`src/design/ooo_pkg.sv`:
```
// Shared value types, instruction kind enum and dispatch FSM states
`default_nettype none

package ooo_pkg;

    // PC and branch target values
    typedef logic [31:0] xlen_t;

    // Architectural register number
    typedef logic [4:0] arn_t;

    // Physical register number
    typedef logic [5:0] prn_t;

    // Execution latency in cycles, zero behaves as one
    typedef logic [2:0] lat_t;

    // Only ALU instructions write a register
    typedef enum logic [0:0] {
        KIND_ALU    = 1'b0,
        KIND_BRANCH = 1'b1
    } instr_kind_e;

    // Four-phase receiver states
    typedef enum logic [1:0] {
        DISP_IDLE     = 2'd0,
        DISP_ACK      = 2'd1,
        DISP_WAIT_LOW = 2'd2
    } disp_state_e;

endpackage

`default_nettype wire

```
`src/design/core_ifs.sv`:
```
// Allocation bus and completion bus interfaces with their modports
`timescale 1ns/1ps
`default_nettype none

interface alloc_if #(
    parameter int ROB_DEPTH = 16
) ();
    import ooo_pkg::*;

    localparam int IDX_W = $clog2(ROB_DEPTH);

    logic              valid;
    logic              stall;
    logic [IDX_W-1:0]  rob_idx;
    instr_kind_e       kind;
    arn_t              arn;
    prn_t              prn;
    logic              reg_write;
    xlen_t             pc;
    logic              pred_taken;
    xlen_t             pred_target;
    logic              act_taken;
    xlen_t             act_target;
    lat_t              latency;

    modport disp (
        output valid, kind, arn, prn, reg_write, pc, pred_taken, pred_target,
        output act_taken, act_target, latency,
        input  stall
    );

    // The ROB supplies the slot index, which is its tail
    modport rob (
        input  valid, stall, kind, arn, prn, reg_write, pc, pred_taken, pred_target,
        output rob_idx
    );

    modport exec (
        input  valid, stall, rob_idx, act_taken, act_target, latency
    );
endinterface

interface cdb_if #(
    parameter int ROB_DEPTH = 16
) ();
    import ooo_pkg::*;

    localparam int IDX_W = $clog2(ROB_DEPTH);

    logic              valid;
    logic [IDX_W-1:0]  rob_idx;
    logic              act_taken;
    xlen_t             act_target;

    modport exec (output valid, rob_idx, act_taken, act_target);
    modport rob  (input  valid, rob_idx, act_taken, act_target);
endinterface

`default_nettype wire

```
`src/design/dispatch_stage.sv`:
```
// Dispatch stage: four-phase instruction receiver that allocates ROB slots
`timescale 1ns/1ps
`default_nettype none

module dispatch_stage (
    input  logic                 clock,
    input  logic                 rst_n,
    input  logic                 flush,
    input  logic                 in_req,
    output logic                 in_ack,
    input  ooo_pkg::instr_kind_e in_kind,
    input  ooo_pkg::arn_t        in_arn,
    input  ooo_pkg::prn_t        in_prn,
    input  ooo_pkg::xlen_t       in_pc,
    input  logic                 in_pred_taken,
    input  ooo_pkg::xlen_t       in_pred_target,
    input  logic                 in_act_taken,
    input  ooo_pkg::xlen_t       in_act_target,
    input  ooo_pkg::lat_t        in_latency,
    alloc_if.disp                alloc
);
    import ooo_pkg::*;

    disp_state_e state;

    // Source keeps the fields stable while in_req is high
    assign alloc.kind        = in_kind;
    assign alloc.arn         = in_arn;
    assign alloc.prn         = in_prn;
    assign alloc.reg_write   = (in_kind == KIND_ALU);
    assign alloc.pc          = in_pc;
    assign alloc.pred_taken  = in_pred_taken;
    assign alloc.pred_target = in_pred_target;
    assign alloc.act_taken   = in_act_taken;
    assign alloc.act_target  = in_act_target;
    assign alloc.latency     = in_latency;

    // No allocation while the backend is being flushed
    assign alloc.valid = (state == DISP_ACK) && !flush;

    always_ff @(posedge clock or negedge rst_n) begin
        if (!rst_n) begin
            state  <= DISP_IDLE;
            in_ack <= 1'b0;
        end else begin
            case (state)
                DISP_IDLE: begin
                    if (in_req) begin
                        state <= DISP_ACK;
                    end
                end
                DISP_ACK: begin
                    // Ack rises on the edge that takes the allocation
                    if (alloc.valid && !alloc.stall) begin
                        state  <= DISP_WAIT_LOW;
                        in_ack <= 1'b1;
                    end
                end
                DISP_WAIT_LOW: begin
                    if (!in_req) begin
                        state  <= DISP_IDLE;
                        in_ack <= 1'b0;
                    end
                end
                default: state <= DISP_IDLE;
            endcase
        end
    end

endmodule

`default_nettype wire

```
`src/design/exec_stage.sv`:
```
// Execute stage: latency countdown slots with oldest-first completion bus
`timescale 1ns/1ps
`default_nettype none

module exec_stage #(
    parameter int ROB_DEPTH  = 16,
    parameter int EXEC_SLOTS = 4
) (
    input  logic  clock,
    input  logic  rst_n,
    input  logic  flush,
    alloc_if.exec alloc,
    output logic  slots_full,
    cdb_if.exec   cdb
);
    import ooo_pkg::*;

    localparam int IDX_W  = $clog2(ROB_DEPTH);
    localparam int SLOT_W = (EXEC_SLOTS > 1) ? $clog2(EXEC_SLOTS) : 1;
    localparam int AGE_W  = $clog2(EXEC_SLOTS + 1);

    logic [EXEC_SLOTS-1:0] slot_valid;
    logic [IDX_W-1:0]      slot_idx    [EXEC_SLOTS];
    logic                  slot_taken  [EXEC_SLOTS];
    xlen_t                 slot_target [EXEC_SLOTS];
    lat_t                  slot_rem    [EXEC_SLOTS];
    // Age 0 is the oldest slot, ages stay dense
    logic [AGE_W-1:0]      slot_age    [EXEC_SLOTS];

    logic [AGE_W-1:0]      occupancy;
    logic                  sel_found;
    logic [SLOT_W-1:0]     sel_slot;
    logic [AGE_W-1:0]      sel_age;
    logic                  free_found;
    logic [SLOT_W-1:0]     free_slot;
    logic                  take;

    always_comb begin
        occupancy  = '0;
        sel_found  = 1'b0;
        sel_slot   = '0;
        sel_age    = '0;
        free_found = 1'b0;
        free_slot  = '0;
        for (int i = 0; i < EXEC_SLOTS; i++) begin
            if (slot_valid[i]) begin
                occupancy = occupancy + 1'b1;
                // Ready slot with the smallest age wins the bus
                if (slot_rem[i] == '0 && (!sel_found || slot_age[i] < sel_age)) begin
                    sel_found = 1'b1;
                    sel_slot  = SLOT_W'(i);
                    sel_age   = slot_age[i];
                end
            end else if (!free_found) begin
                free_found = 1'b1;
                free_slot  = SLOT_W'(i);
            end
        end
    end

    assign slots_full = (occupancy == AGE_W'(EXEC_SLOTS));
    assign take       = alloc.valid && !alloc.stall && free_found;

    assign cdb.valid      = sel_found && !flush;
    assign cdb.rob_idx    = slot_idx[sel_slot];
    assign cdb.act_taken  = slot_taken[sel_slot];
    assign cdb.act_target = slot_target[sel_slot];

    always_ff @(posedge clock or negedge rst_n) begin
        if (!rst_n) begin
            slot_valid <= '0;
        end else if (flush) begin
            slot_valid <= '0;
        end else begin
            if (sel_found) slot_valid[sel_slot] <= 1'b0;
            if (take) slot_valid[free_slot] <= 1'b1;
        end
    end

    always_ff @(posedge clock) begin
        for (int i = 0; i < EXEC_SLOTS; i++) begin
            if (slot_valid[i]) begin
                if (slot_rem[i] != '0) slot_rem[i] <= slot_rem[i] - 1'b1;
                // Close the gap left by the completing slot
                if (sel_found && slot_age[i] > sel_age) slot_age[i] <= slot_age[i] - 1'b1;
            end
        end
        if (take) begin
            slot_idx[free_slot]    <= alloc.rob_idx;
            slot_taken[free_slot]  <= alloc.act_taken;
            slot_target[free_slot] <= alloc.act_target;
            slot_rem[free_slot]    <= (alloc.latency == '0) ? lat_t'(1) : alloc.latency;
            slot_age[free_slot]    <= sel_found ? occupancy - 1'b1 : occupancy;
        end
    end

endmodule

`default_nettype wire

```
`src/design/rob.sv`:
```
// Reorder buffer with completion tracking, in-order multi-way commit and flush
`timescale 1ns/1ps
`default_nettype none

module rob #(
    parameter int ROB_DEPTH   = 16,
    parameter int COMMIT_WAYS = 2
) (
    input  logic                               clock,
    input  logic                               rst_n,
    alloc_if.rob                               alloc,
    output logic                               full,
    cdb_if.rob                                 cdb,
    output logic                               flush,
    output ooo_pkg::xlen_t                     redirect_pc,
    output logic [COMMIT_WAYS-1:0]             commit_valid,
    output ooo_pkg::xlen_t [COMMIT_WAYS-1:0]   commit_pc,
    output ooo_pkg::arn_t  [COMMIT_WAYS-1:0]   commit_arn,
    output ooo_pkg::prn_t  [COMMIT_WAYS-1:0]   commit_prn,
    output logic [COMMIT_WAYS-1:0]             commit_reg_write,
    output logic [$clog2(ROB_DEPTH):0]         free_count
);
    import ooo_pkg::*;

    localparam int IDX_W = $clog2(ROB_DEPTH);
    localparam int CNT_W = IDX_W + 1;
    localparam int WAY_W = $clog2(COMMIT_WAYS + 1);

    // Entry storage
    instr_kind_e          ent_kind        [ROB_DEPTH];
    arn_t                 ent_arn         [ROB_DEPTH];
    prn_t                 ent_prn         [ROB_DEPTH];
    logic                 ent_reg_write   [ROB_DEPTH];
    xlen_t                ent_pc          [ROB_DEPTH];
    logic                 ent_pred_taken  [ROB_DEPTH];
    xlen_t                ent_pred_target [ROB_DEPTH];
    logic                 ent_act_taken   [ROB_DEPTH];
    xlen_t                ent_act_target  [ROB_DEPTH];
    logic [ROB_DEPTH-1:0] ent_done;
    logic [ROB_DEPTH-1:0] ent_mispred;

    logic [IDX_W-1:0]       head;
    logic [IDX_W-1:0]       tail;
    logic [CNT_W-1:0]       count;
    logic                   take;
    logic                   cdb_mispred;
    logic                   stop;
    logic [WAY_W-1:0]       num_commit;
    logic [COMMIT_WAYS-1:0] lane_commit;
    logic [IDX_W-1:0]       lane_idx [COMMIT_WAYS];
    logic                   do_flush;
    xlen_t                  flush_target;

    assign take          = alloc.valid && !alloc.stall;
    assign alloc.rob_idx = tail;
    assign full          = (count == CNT_W'(ROB_DEPTH));
    assign free_count    = CNT_W'(ROB_DEPTH) - count;

    // Wrong direction, or right direction with a different taken target
    assign cdb_mispred = (cdb.act_taken != ent_pred_taken[cdb.rob_idx]) ||
                         (cdb.act_taken && cdb.act_target != ent_pred_target[cdb.rob_idx]);

    always_comb begin
        num_commit   = '0;
        lane_commit  = '0;
        do_flush     = 1'b0;
        flush_target = '0;
        // Nothing retires in the flush cycle
        stop         = flush;
        for (int w = 0; w < COMMIT_WAYS; w++) begin
            lane_idx[w] = head + IDX_W'(w);
            if (!stop && CNT_W'(w) < count && ent_done[lane_idx[w]]) begin
                lane_commit[w] = 1'b1;
                num_commit     = num_commit + 1'b1;
                if (ent_kind[lane_idx[w]] == KIND_BRANCH && ent_mispred[lane_idx[w]]) begin
                    do_flush     = 1'b1;
                    flush_target = ent_act_taken[lane_idx[w]] ? ent_act_target[lane_idx[w]]
                                                              : ent_pc[lane_idx[w]] + 32'd4;
                    stop         = 1'b1;
                end
            end else begin
                stop = 1'b1;
            end
        end
    end

    always_ff @(posedge clock or negedge rst_n) begin
        if (!rst_n) begin
            head         <= '0;
            tail         <= '0;
            count        <= '0;
            ent_done     <= '0;
            ent_mispred  <= '0;
            commit_valid <= '0;
            flush        <= 1'b0;
        end else begin
            commit_valid <= lane_commit;
            flush        <= do_flush;
            if (flush) begin
                // Drop everything younger than the branch
                head  <= tail;
                count <= '0;
            end else begin
                head  <= head + IDX_W'(num_commit);
                tail  <= tail + IDX_W'(take);
                count <= count + CNT_W'(take) - CNT_W'(num_commit);
            end
            if (cdb.valid) begin
                ent_done[cdb.rob_idx]    <= 1'b1;
                ent_mispred[cdb.rob_idx] <= cdb_mispred;
            end
            if (take) begin
                ent_done[tail]    <= 1'b0;
                ent_mispred[tail] <= 1'b0;
            end
        end
    end

    always_ff @(posedge clock) begin
        if (take) begin
            ent_kind[tail]        <= alloc.kind;
            ent_arn[tail]         <= alloc.arn;
            ent_prn[tail]         <= alloc.prn;
            ent_reg_write[tail]   <= alloc.reg_write;
            ent_pc[tail]          <= alloc.pc;
            ent_pred_taken[tail]  <= alloc.pred_taken;
            ent_pred_target[tail] <= alloc.pred_target;
        end
        if (cdb.valid) begin
            ent_act_taken[cdb.rob_idx]  <= cdb.act_taken;
            ent_act_target[cdb.rob_idx] <= cdb.act_target;
        end
        for (int w = 0; w < COMMIT_WAYS; w++) begin
            commit_pc[w]        <= ent_pc[lane_idx[w]];
            commit_arn[w]       <= ent_arn[lane_idx[w]];
            commit_prn[w]       <= ent_prn[lane_idx[w]];
            commit_reg_write[w] <= ent_reg_write[lane_idx[w]];
        end
        redirect_pc <= flush_target;
    end

endmodule

`default_nettype wire

```
`src/design/ooo_core_top.sv`:
```
// Backend top level: dispatch, execute and reorder buffer with plain ports
`timescale 1ns/1ps
`default_nettype none

module ooo_core_top #(
    parameter int ROB_DEPTH   = 16,
    parameter int COMMIT_WAYS = 2,
    parameter int EXEC_SLOTS  = 4
) (
    input  logic                               clock,
    input  logic                               rst_n,
    input  logic                               in_req,
    input  ooo_pkg::instr_kind_e               in_kind,
    input  ooo_pkg::arn_t                      in_arn,
    input  ooo_pkg::prn_t                      in_prn,
    input  ooo_pkg::xlen_t                     in_pc,
    input  logic                               in_pred_taken,
    input  ooo_pkg::xlen_t                     in_pred_target,
    input  logic                               in_act_taken,
    input  ooo_pkg::xlen_t                     in_act_target,
    input  ooo_pkg::lat_t                      in_latency,
    output logic                               in_ack,
    output logic [COMMIT_WAYS-1:0]             commit_valid,
    output ooo_pkg::xlen_t [COMMIT_WAYS-1:0]   commit_pc,
    output ooo_pkg::arn_t  [COMMIT_WAYS-1:0]   commit_arn,
    output ooo_pkg::prn_t  [COMMIT_WAYS-1:0]   commit_prn,
    output logic [COMMIT_WAYS-1:0]             commit_reg_write,
    output logic                               flush,
    output ooo_pkg::xlen_t                     redirect_pc,
    output logic [$clog2(ROB_DEPTH):0]         free_count
);

    logic rob_full;
    logic slots_full;

    alloc_if #(.ROB_DEPTH(ROB_DEPTH)) alloc_bus ();
    cdb_if   #(.ROB_DEPTH(ROB_DEPTH)) cdb_bus ();

    // Either a full ROB or busy execute slots hold dispatch back
    assign alloc_bus.stall = rob_full | slots_full;

    dispatch_stage u_dispatch (
        .clock          (clock),
        .rst_n          (rst_n),
        .flush          (flush),
        .in_req         (in_req),
        .in_ack         (in_ack),
        .in_kind        (in_kind),
        .in_arn         (in_arn),
        .in_prn         (in_prn),
        .in_pc          (in_pc),
        .in_pred_taken  (in_pred_taken),
        .in_pred_target (in_pred_target),
        .in_act_taken   (in_act_taken),
        .in_act_target  (in_act_target),
        .in_latency     (in_latency),
        .alloc          (alloc_bus.disp)
    );

    exec_stage #(
        .ROB_DEPTH  (ROB_DEPTH),
        .EXEC_SLOTS (EXEC_SLOTS)
    ) u_exec (
        .clock      (clock),
        .rst_n      (rst_n),
        .flush      (flush),
        .alloc      (alloc_bus.exec),
        .slots_full (slots_full),
        .cdb        (cdb_bus.exec)
    );

    rob #(
        .ROB_DEPTH   (ROB_DEPTH),
        .COMMIT_WAYS (COMMIT_WAYS)
    ) u_rob (
        .clock            (clock),
        .rst_n            (rst_n),
        .alloc            (alloc_bus.rob),
        .full             (rob_full),
        .cdb              (cdb_bus.rob),
        .flush            (flush),
        .redirect_pc      (redirect_pc),
        .commit_valid     (commit_valid),
        .commit_pc        (commit_pc),
        .commit_arn       (commit_arn),
        .commit_prn       (commit_prn),
        .commit_reg_write (commit_reg_write),
        .free_count       (free_count)
    );

endmodule

`default_nettype wire

```
`config.mk`:
```
export PLATFORM = sky130hd
export DESIGN_NAME = ooo_core_top
export DESIGN_NICKNAME = d
export VERILOG_FILES = /design/src/design/ooo_pkg.sv /design/src/design/core_ifs.sv /design/src/design/dispatch_stage.sv /design/src/design/exec_stage.sv /design/src/design/rob.sv /design/src/design/ooo_core_top.sv
export SDC_FILE = /design/constraint.sdc
export NUM_CORES = 2
export LEC_CHECK = 0
export BUFFER_PORTS_ARGS = -buffer_cell sky130_fd_sc_hd__clkbuf_2
export CAP_MARGIN = 20
export CORE_MARGIN = 2
export CORE_UTILIZATION = 45
export DETAILED_ROUTE_END_ITERATION = 8
export PLACE_DENSITY = 0.71
export SYNTH_ARGS = -nofsm -noshare
export SYNTH_HDL_FRONTEND = slang
export SYNTH_HIERARCHICAL = 1
export SYNTH_SLANG_ARGS = --single-unit
export TNS_END_PERCENT = 5
```
`constraint.sdc`:
```
create_clock -name clock -period 10.2 [get_ports clock]
set_input_delay 1.53 -clock clock [delete_from_list [all_inputs] [get_ports clock]]
set_output_delay 1.53 -clock clock [all_outputs]
set_load 0.005 [all_outputs]
```
# Word level (Yosys, flattened, before mapping)
# Memories as Yosys holds them, arrays and structs flattened. A register that Yosys moved wholly into a read port is not among the register bits.
# Cells that the tools add are included.
dict set report word_totals {
  out_inout_bits 129
  n_memories 14
  ram_bits 1948
  regBits 151
  elab_cells 248
  inputBits 116
}
dict set report classes {
  n_reduce_logical 45
  addsub 21
  n_eq_ne 9
  muxes 118
  magnitude_cmp 19
  n_bitwise 9
}
# name words word_bits read_ports rd_ports_with_merged_regs write_ports line
set mem_list {}
lappend mem_list {u_rob.ent_act_target 16 32 2 0 1 rob.sv:38} ;# xlen_t ent_act_target [ROB_DEPTH];
lappend mem_list {u_rob.ent_pc 16 32 2 0 1 rob.sv:34} ;# xlen_t ent_pc [ROB_DEPTH];
lappend mem_list {u_rob.ent_pred_target 16 32 1 0 1 rob.sv:36} ;# xlen_t ent_pred_target [ROB_DEPTH];
lappend mem_list {u_exec.slot_target 4 32 1 0 1 exec_stage.sv:25} ;# xlen_t slot_target [EXEC_SLOTS];
lappend mem_list {u_rob.ent_prn 16 6 2 2 1 rob.sv:32} ;# prn_t ent_prn [ROB_DEPTH];
lappend mem_list {u_rob.ent_arn 16 5 2 2 1 rob.sv:31} ;# arn_t ent_arn [ROB_DEPTH];
lappend mem_list {{+8 memories} - - - - - -}
# cell n
set op_table {}
lappend op_table {{2-to-1 mux 32 bit} 6}
lappend op_table {{adder 32 x 3 -> 32 bit (second input constant)} 2}
lappend op_table {{2-to-1 mux 1 bit} 64}
lappend op_table {{2-to-1 mux 16 bit} 4}
lappend op_table {{2-to-1 mux 3 bit} 13}
lappend op_table {{bitwise AND 16 bit} 2}
lappend op_table {{inequality test 32 bit} 1}
lappend op_table {{2-to-1 mux 2 bit} 14}
lappend op_table {{subtractor 3 x 1 -> 3 bit (second input constant)} 9}
lappend op_table {{logical AND 1 bit} 22}
lappend op_table {{< comparator 4 x 5 -> 1 bit (second input constant)} 4}
lappend op_table {{2-to-1 mux 4 bit} 5}
lappend op_table {{binary-select mux 1 bit (select 4 bit)} 4}
lappend op_table {{bitwise mux 16 bit} 1}
lappend op_table {{NOT 16 bit} 1}
lappend op_table {{OR 16 bit} 1}
lappend op_table {{logical NOT 3 bit} 5}
lappend op_table {{> comparator 3 bit} 4}
lappend op_table {{nonzero test 3 bit} 4}
lappend op_table {{< comparator 1 x 5 -> 1 bit (first input constant)} 2}
lappend op_table {{adder 3 x 1 -> 3 bit (second input constant)} 3}
lappend op_table {{< comparator 3 bit} 3}
lappend op_table {{demux 1 bit (select 4 bit)} 2}
lappend op_table {{greater-or-equal comparator 4 x 1 -> 1 bit (second input constant)} 2}
lappend op_table {{30 further kinds} 43}

# Logic depth before layout (Yosys ltp)
# An unclocked memory read counts as a cell.
dict set report depth {
  word_depth 30
  mapped_depth 44
  ltp_nobuf 31
}

# Modules after synthesis
# The synthesis kept the hierarchy.
# mod area_per_inst_um2 cells_each seq_area_each_um2 instances
set by_module_without_submodules {}
lappend by_module_without_submodules {rob 84701.2 4020 56934.6 1}
lappend by_module_without_submodules {exec_stage 9316.4 772 5265.0 1}
lappend by_module_without_submodules {dispatch_stage 988.4 127 75.1 1}
lappend by_module_without_submodules {ooo_core_top 6.3 1 0.0 1}

# Worst setup path before layout
# No wires, ideal clock.
dict set report synth_path {
  path_type {register -> register}
  startpoint {memory u_exec/slot_rem[0][0] (netlist name)}
  endpoint {register u_rob.ent_mispred[2]}
  stages_incl_launch_ff 38
  period_less_slack_ns 9.769
  setup_ns 0.378
  slack_ns 0.431
  t_arrival_ns 9.391
  required_ns 9.822
  path_buffers 11
  cell_sequence {edfxtp_1 > inv_1 > ha_1 > and3b_1 > buf_6 > clkbuf_1 > nand2_1 > ha_1 > a21oi_1 > o21a_1 > clkbuf_1 > o2111ai_1 > and2_1 > ha_1 > and4bb_1 > nand2_1 > o311a_4 > and2_4 > [... 2 more ...] > a31oi_1 > inv_1 > ha_1 > or2_2 > a221oi_1 > nand4_1 > o211ai_2 > buf_6 > buf_12 > mux2i_1 > buf_2 > buf_2 > buf_1 > buf_2 > nand3_1 > nor3_1 > mux2i_1 > nor2_1}
}
# element line
set synth_rtl {}
lappend synth_rtl {{from (decl)} exec_stage.sv:26} ;# lat_t slot_rem [EXEC_SLOTS];
lappend synth_rtl {{to (signal, indexed assignment)} rob.sv:110} ;# ent_mispred[cdb.rob_idx] <= cdb_mispred;
lappend synth_rtl {{to (decl)} rob.sv:40} ;# logic [ROB_DEPTH-1:0] ent_mispred;

==> out/metrics.yaml <==
critical_path:
  cp_common_cell: "ha_1"
  cp_data_arrival_time_ps: 10270
  crit_type: "reg2reg"
  worstPathMaxFanout: 47
  cp.required_ps: 10890
  worstReg2RegEnd: "u_rob/ent_mispred[6]$_DFF_PN0_"
  cp-endpoint: "u_rob/ent_mispred[6]$_DFF_PN0_"
  startpoint: "u_exec/slot_rem[0][0]$_DFFE_PP_"
  rrSetupSlack_ps: 620
  worst_r2r_path_depth: 32
  cp_slowest_cell: "mux2i_4"
  end_kind: "register"
  cp-start-kind: "register"
  critical-path-max-stage-delay_ps: 730
  r2r-start: "u_exec/slot_rem[0][0]$_DFFE_PP_"
global_route:
  grt_overflow: 0
  first_global_vias: 52200
  grtUsageTotal_pct: 23.9
  grt_util_met3_pct: 5.53
  use_met2_pct: 37.7
  grt_max_degree: 128
  grt_pass1_wl_um: 373000
  busiest_layer: "met2"
  met1_usage_pct: 32.8
  antenna_found_initial: 25
power_and_ir_drop:
  powerDensity_nw_per_um2: 334
  power_mw: 35.5
  power_leakage_nw: 34.8
  ir_drop_mv: 0.370
timing:
  worstMarginPinSlew_ps: 1110
  finClkSkew_ps: 63.3
  drv_slew: 0
  maxSlewHeadroom_pct: 25.4
  rsz0062_at_grt: "no"
  setup_ws_ps: 618
  hold_viol_final: 0
  fin_crit_ps: 9580
  finalCritPeriodShare_pct: 93.9
  max_freq_mhz: 104
  finalSetupViolCount: 0
  setup_tns_ps: 0
logic_synthesis:
  synth_edf_count: 1948
  async_flop_share_pct: 2.59
  synthFlopType: "edfxtp_1"
  synth_warnings: 6
  ys_types: 93
  seq_area_frac_synth_pct: 65.5
  syn-cell-area_um2: 95000
  synth_seq_cells: 2123
  syn_area_per_cell_um2: 19.3
  syn_inst: 4920
  syn-num-nets: 5094
route:
  drtIter0Drc: 7172
  wl_per_cell_um: 31.8
  drc_errors: 0
  drt.antenna.violating_nets: 0
  via_count: 51900
  routed_wl_um: 259000
  vias_per_cell: 6.38
  dr.pass1.iters: 6
placed_design:
  pre_cts_slack_ps: 756
  dp_hpwl_um: 157000
  globalplace.congestion: 0.877
  placed_area_um2: 98800
  place_inst: 7721
  port_buffers: 244
clocking:
  clk_pin_slew_worst_paths_ps: 70
  cts_tree: "done"
  htree_num_levels: 4
  clockRootBuffer: "clkbuf_16"
  holdBufCountCts: 0
  post-cts-setup-buffers: 0
  cts_max_path_buffers: 3
  post_cts_resized: 0
  cts.sinks: 2123
  cts_buffers: 216
  clk_latency_ps: 880
outcome:
  outcome: "finished, final reports clean"
floorplanning:
  die_x_um: 464
  die_h_um: 464
  start_util_pct: 45.3
  core-area_um2: 210000
  rows: 168
  die-area_um2: 215000
  ios: 245
finish:
  layout_common_cells: "edfxtp_1 (1948), mux4_2 (843), clkbuf_2 (243), clkbuf_16 (219), mux2i_1 (199)"
  drive_above_1_share_pct: 33.1
  final_common_cell: "edfxtp_1"
  fin_area_um2: 106000
  final_nets: 5312
  fin_cells: 8138
  syn_to_final_growth_pct: 11.8
flow_run:
  max_cap_violations: 0
worst_hold_path:
  hp-class: "reg2reg"
==> per-stage QoR <==
| step | hold slack (ps) | utilization [%] |
|---|---|---|
| after floorplan | 461 | - |
| after global placement | 484 | 47.1 |
| after detailed placement | 516 | 47.1 |
| after CTS | 526 | 50.6 |
| after global routing | 555 | 50.6 |
| final | 530 | 50.6 |
==> flip-flops by register name (all words and copies together), names as in the netlist, 5 cells and up <==
register	count
u_rob/ent_pc	512
u_rob/ent_done	16
u_rob/ent_act_taken	16
u_rob/commit_pc	64
u_rob/ent_arn	80
u_rob/count	5
u_rob/commit_arn	10
u_rob/ent_act_target	512
u_rob/ent_prn	96
u_rob/ent_pred_taken	16
u_rob/ent_pred_target	512
u_rob/redirect_pc	32
u_exec/slot_idx	16
u_exec/slot_target	128
u_rob/commit_prn	12
u_rob/ent_reg_write	16
u_exec/slot_rem	12
u_rob/ent_kind	16
u_exec/slot_age	12
u_rob/ent_mispred	16
==> area by class of cell <==
cell class                 count  area (µm²)
inverter                     102         388
multi-input combinational   2274       29900
fill                       16600      104000
timing repair buffer         421        2760
antenna                        5        12.5
tap                         2805        3510
sequential                  2123       62300
clock buffer                 283        5950
clock inverter               125        1340
==> critical path, delay by kind of cell, from the launching register on <==
kind / cells / cell delay [ps]
adder cells (fa/ha/maj): 4 / 920
multiplexers: 4 / 1780
AND/OR/NAND/NOR: 9 / 1980
XOR/XNOR: 1 / 230
buffers and inverters: 6 / 1540
AO/OA/AOI/OAI: 8 / 2510
flip-flops: 1 / 390
==> how the worst min path moves through the flow <==
stage / from / endpoint / cells past startpoint
6_report: u_rob/ent_done[6]$_DFF_PN0_ / u_rob/ent_done[6]$_DFF_PN0_ / 2
5_1_grt: u_rob/ent_done[10]$_DFF_PN0_ / u_rob/ent_done[10]$_DFF_PN0_ / 2
4_1_cts: u_dispatch/state[1]$_DFFE_PN0P_ / u_dispatch/state[0]$_DFFE_PN0P_ / 1
3_5_place_dp: u_dispatch/state[1]$_DFFE_PN0P_ / u_dispatch/state[0]$_DFFE_PN0P_ / 1
3_3_place_gp: u_dispatch/state[1]$_DFFE_PN0P_ / u_dispatch/state[0]$_DFFE_PN0P_ / 1
2_1_floorplan: u_dispatch/state[1]$_DFFE_PN0P_ / u_dispatch/state[0]$_DFFE_PN0P_ / 1
==> synthesized netlist by cell type (20+ instances only) <==
cell      number  share of area, %
a21oi_1       75              0.40
a22oi_1       80              0.63
and3_1        42              0.28
buf_1         24             0.095
buf_2        105              0.55
buf_4        147               1.2
buf_6         44              0.52
clkbuf_1      84              0.33
dfrtp_1       55               1.4
dfxtp_1      120               2.5
edfxtp_1    1948                62
ha_1          56              0.74
inv_1         94              0.37
mux2_2        32              0.38
mux2i_1      232               2.4
mux4_2       843                20
nand2_1      171              0.68
nand3_1       55              0.29
nand4_1       20              0.13
nor2_1       136              0.54
nor2b_1       24              0.16
nor3_1        28              0.15
o211ai_1      79              0.62
o21ai_0       47              0.25
o22ai_1       25              0.16
xnor2_1       68              0.63
xor2_1        29              0.27
==> kinds of logic (layout without fill, tap and decap cells) <==
kind of cell | count (synthesis) | after routing | synth area share, %
flip-flops | 2123 | 2123 | 65.5
XOR/XNOR | 99 | 99 | 0.952
adder cells (fa/ha/maj) | 58 | 58 | 0.780
AND/OR/NAND/NOR | 569 | 569 | 3.01
buffers and inverters | 523 | 931 | 3.40
multiplexers | 1120 | 1120 | 23.1
other | 0 | 5 | 0
AO/OA/AOI/OAI | 428 | 428 | 3.22
==> metal layers <==
layer  vias up  share of wire, %
met2      3121                48
li1      20800                 -
met4        26               3.6
met1     27400                37
met3       506                11
met5         -             0.064
==> where the power goes <==
part / leakage, nW / total (mW) / internal [mW] / switching [mW]
combinational: 12.1 / 15.9 / 6.78 / 9.15
clock: 3.54 / 8.06 / 4.64 / 3.42
sequential: 19.3 / 11.5 / 11.0 / 0.506
Power figures use the tool's default switching activity.
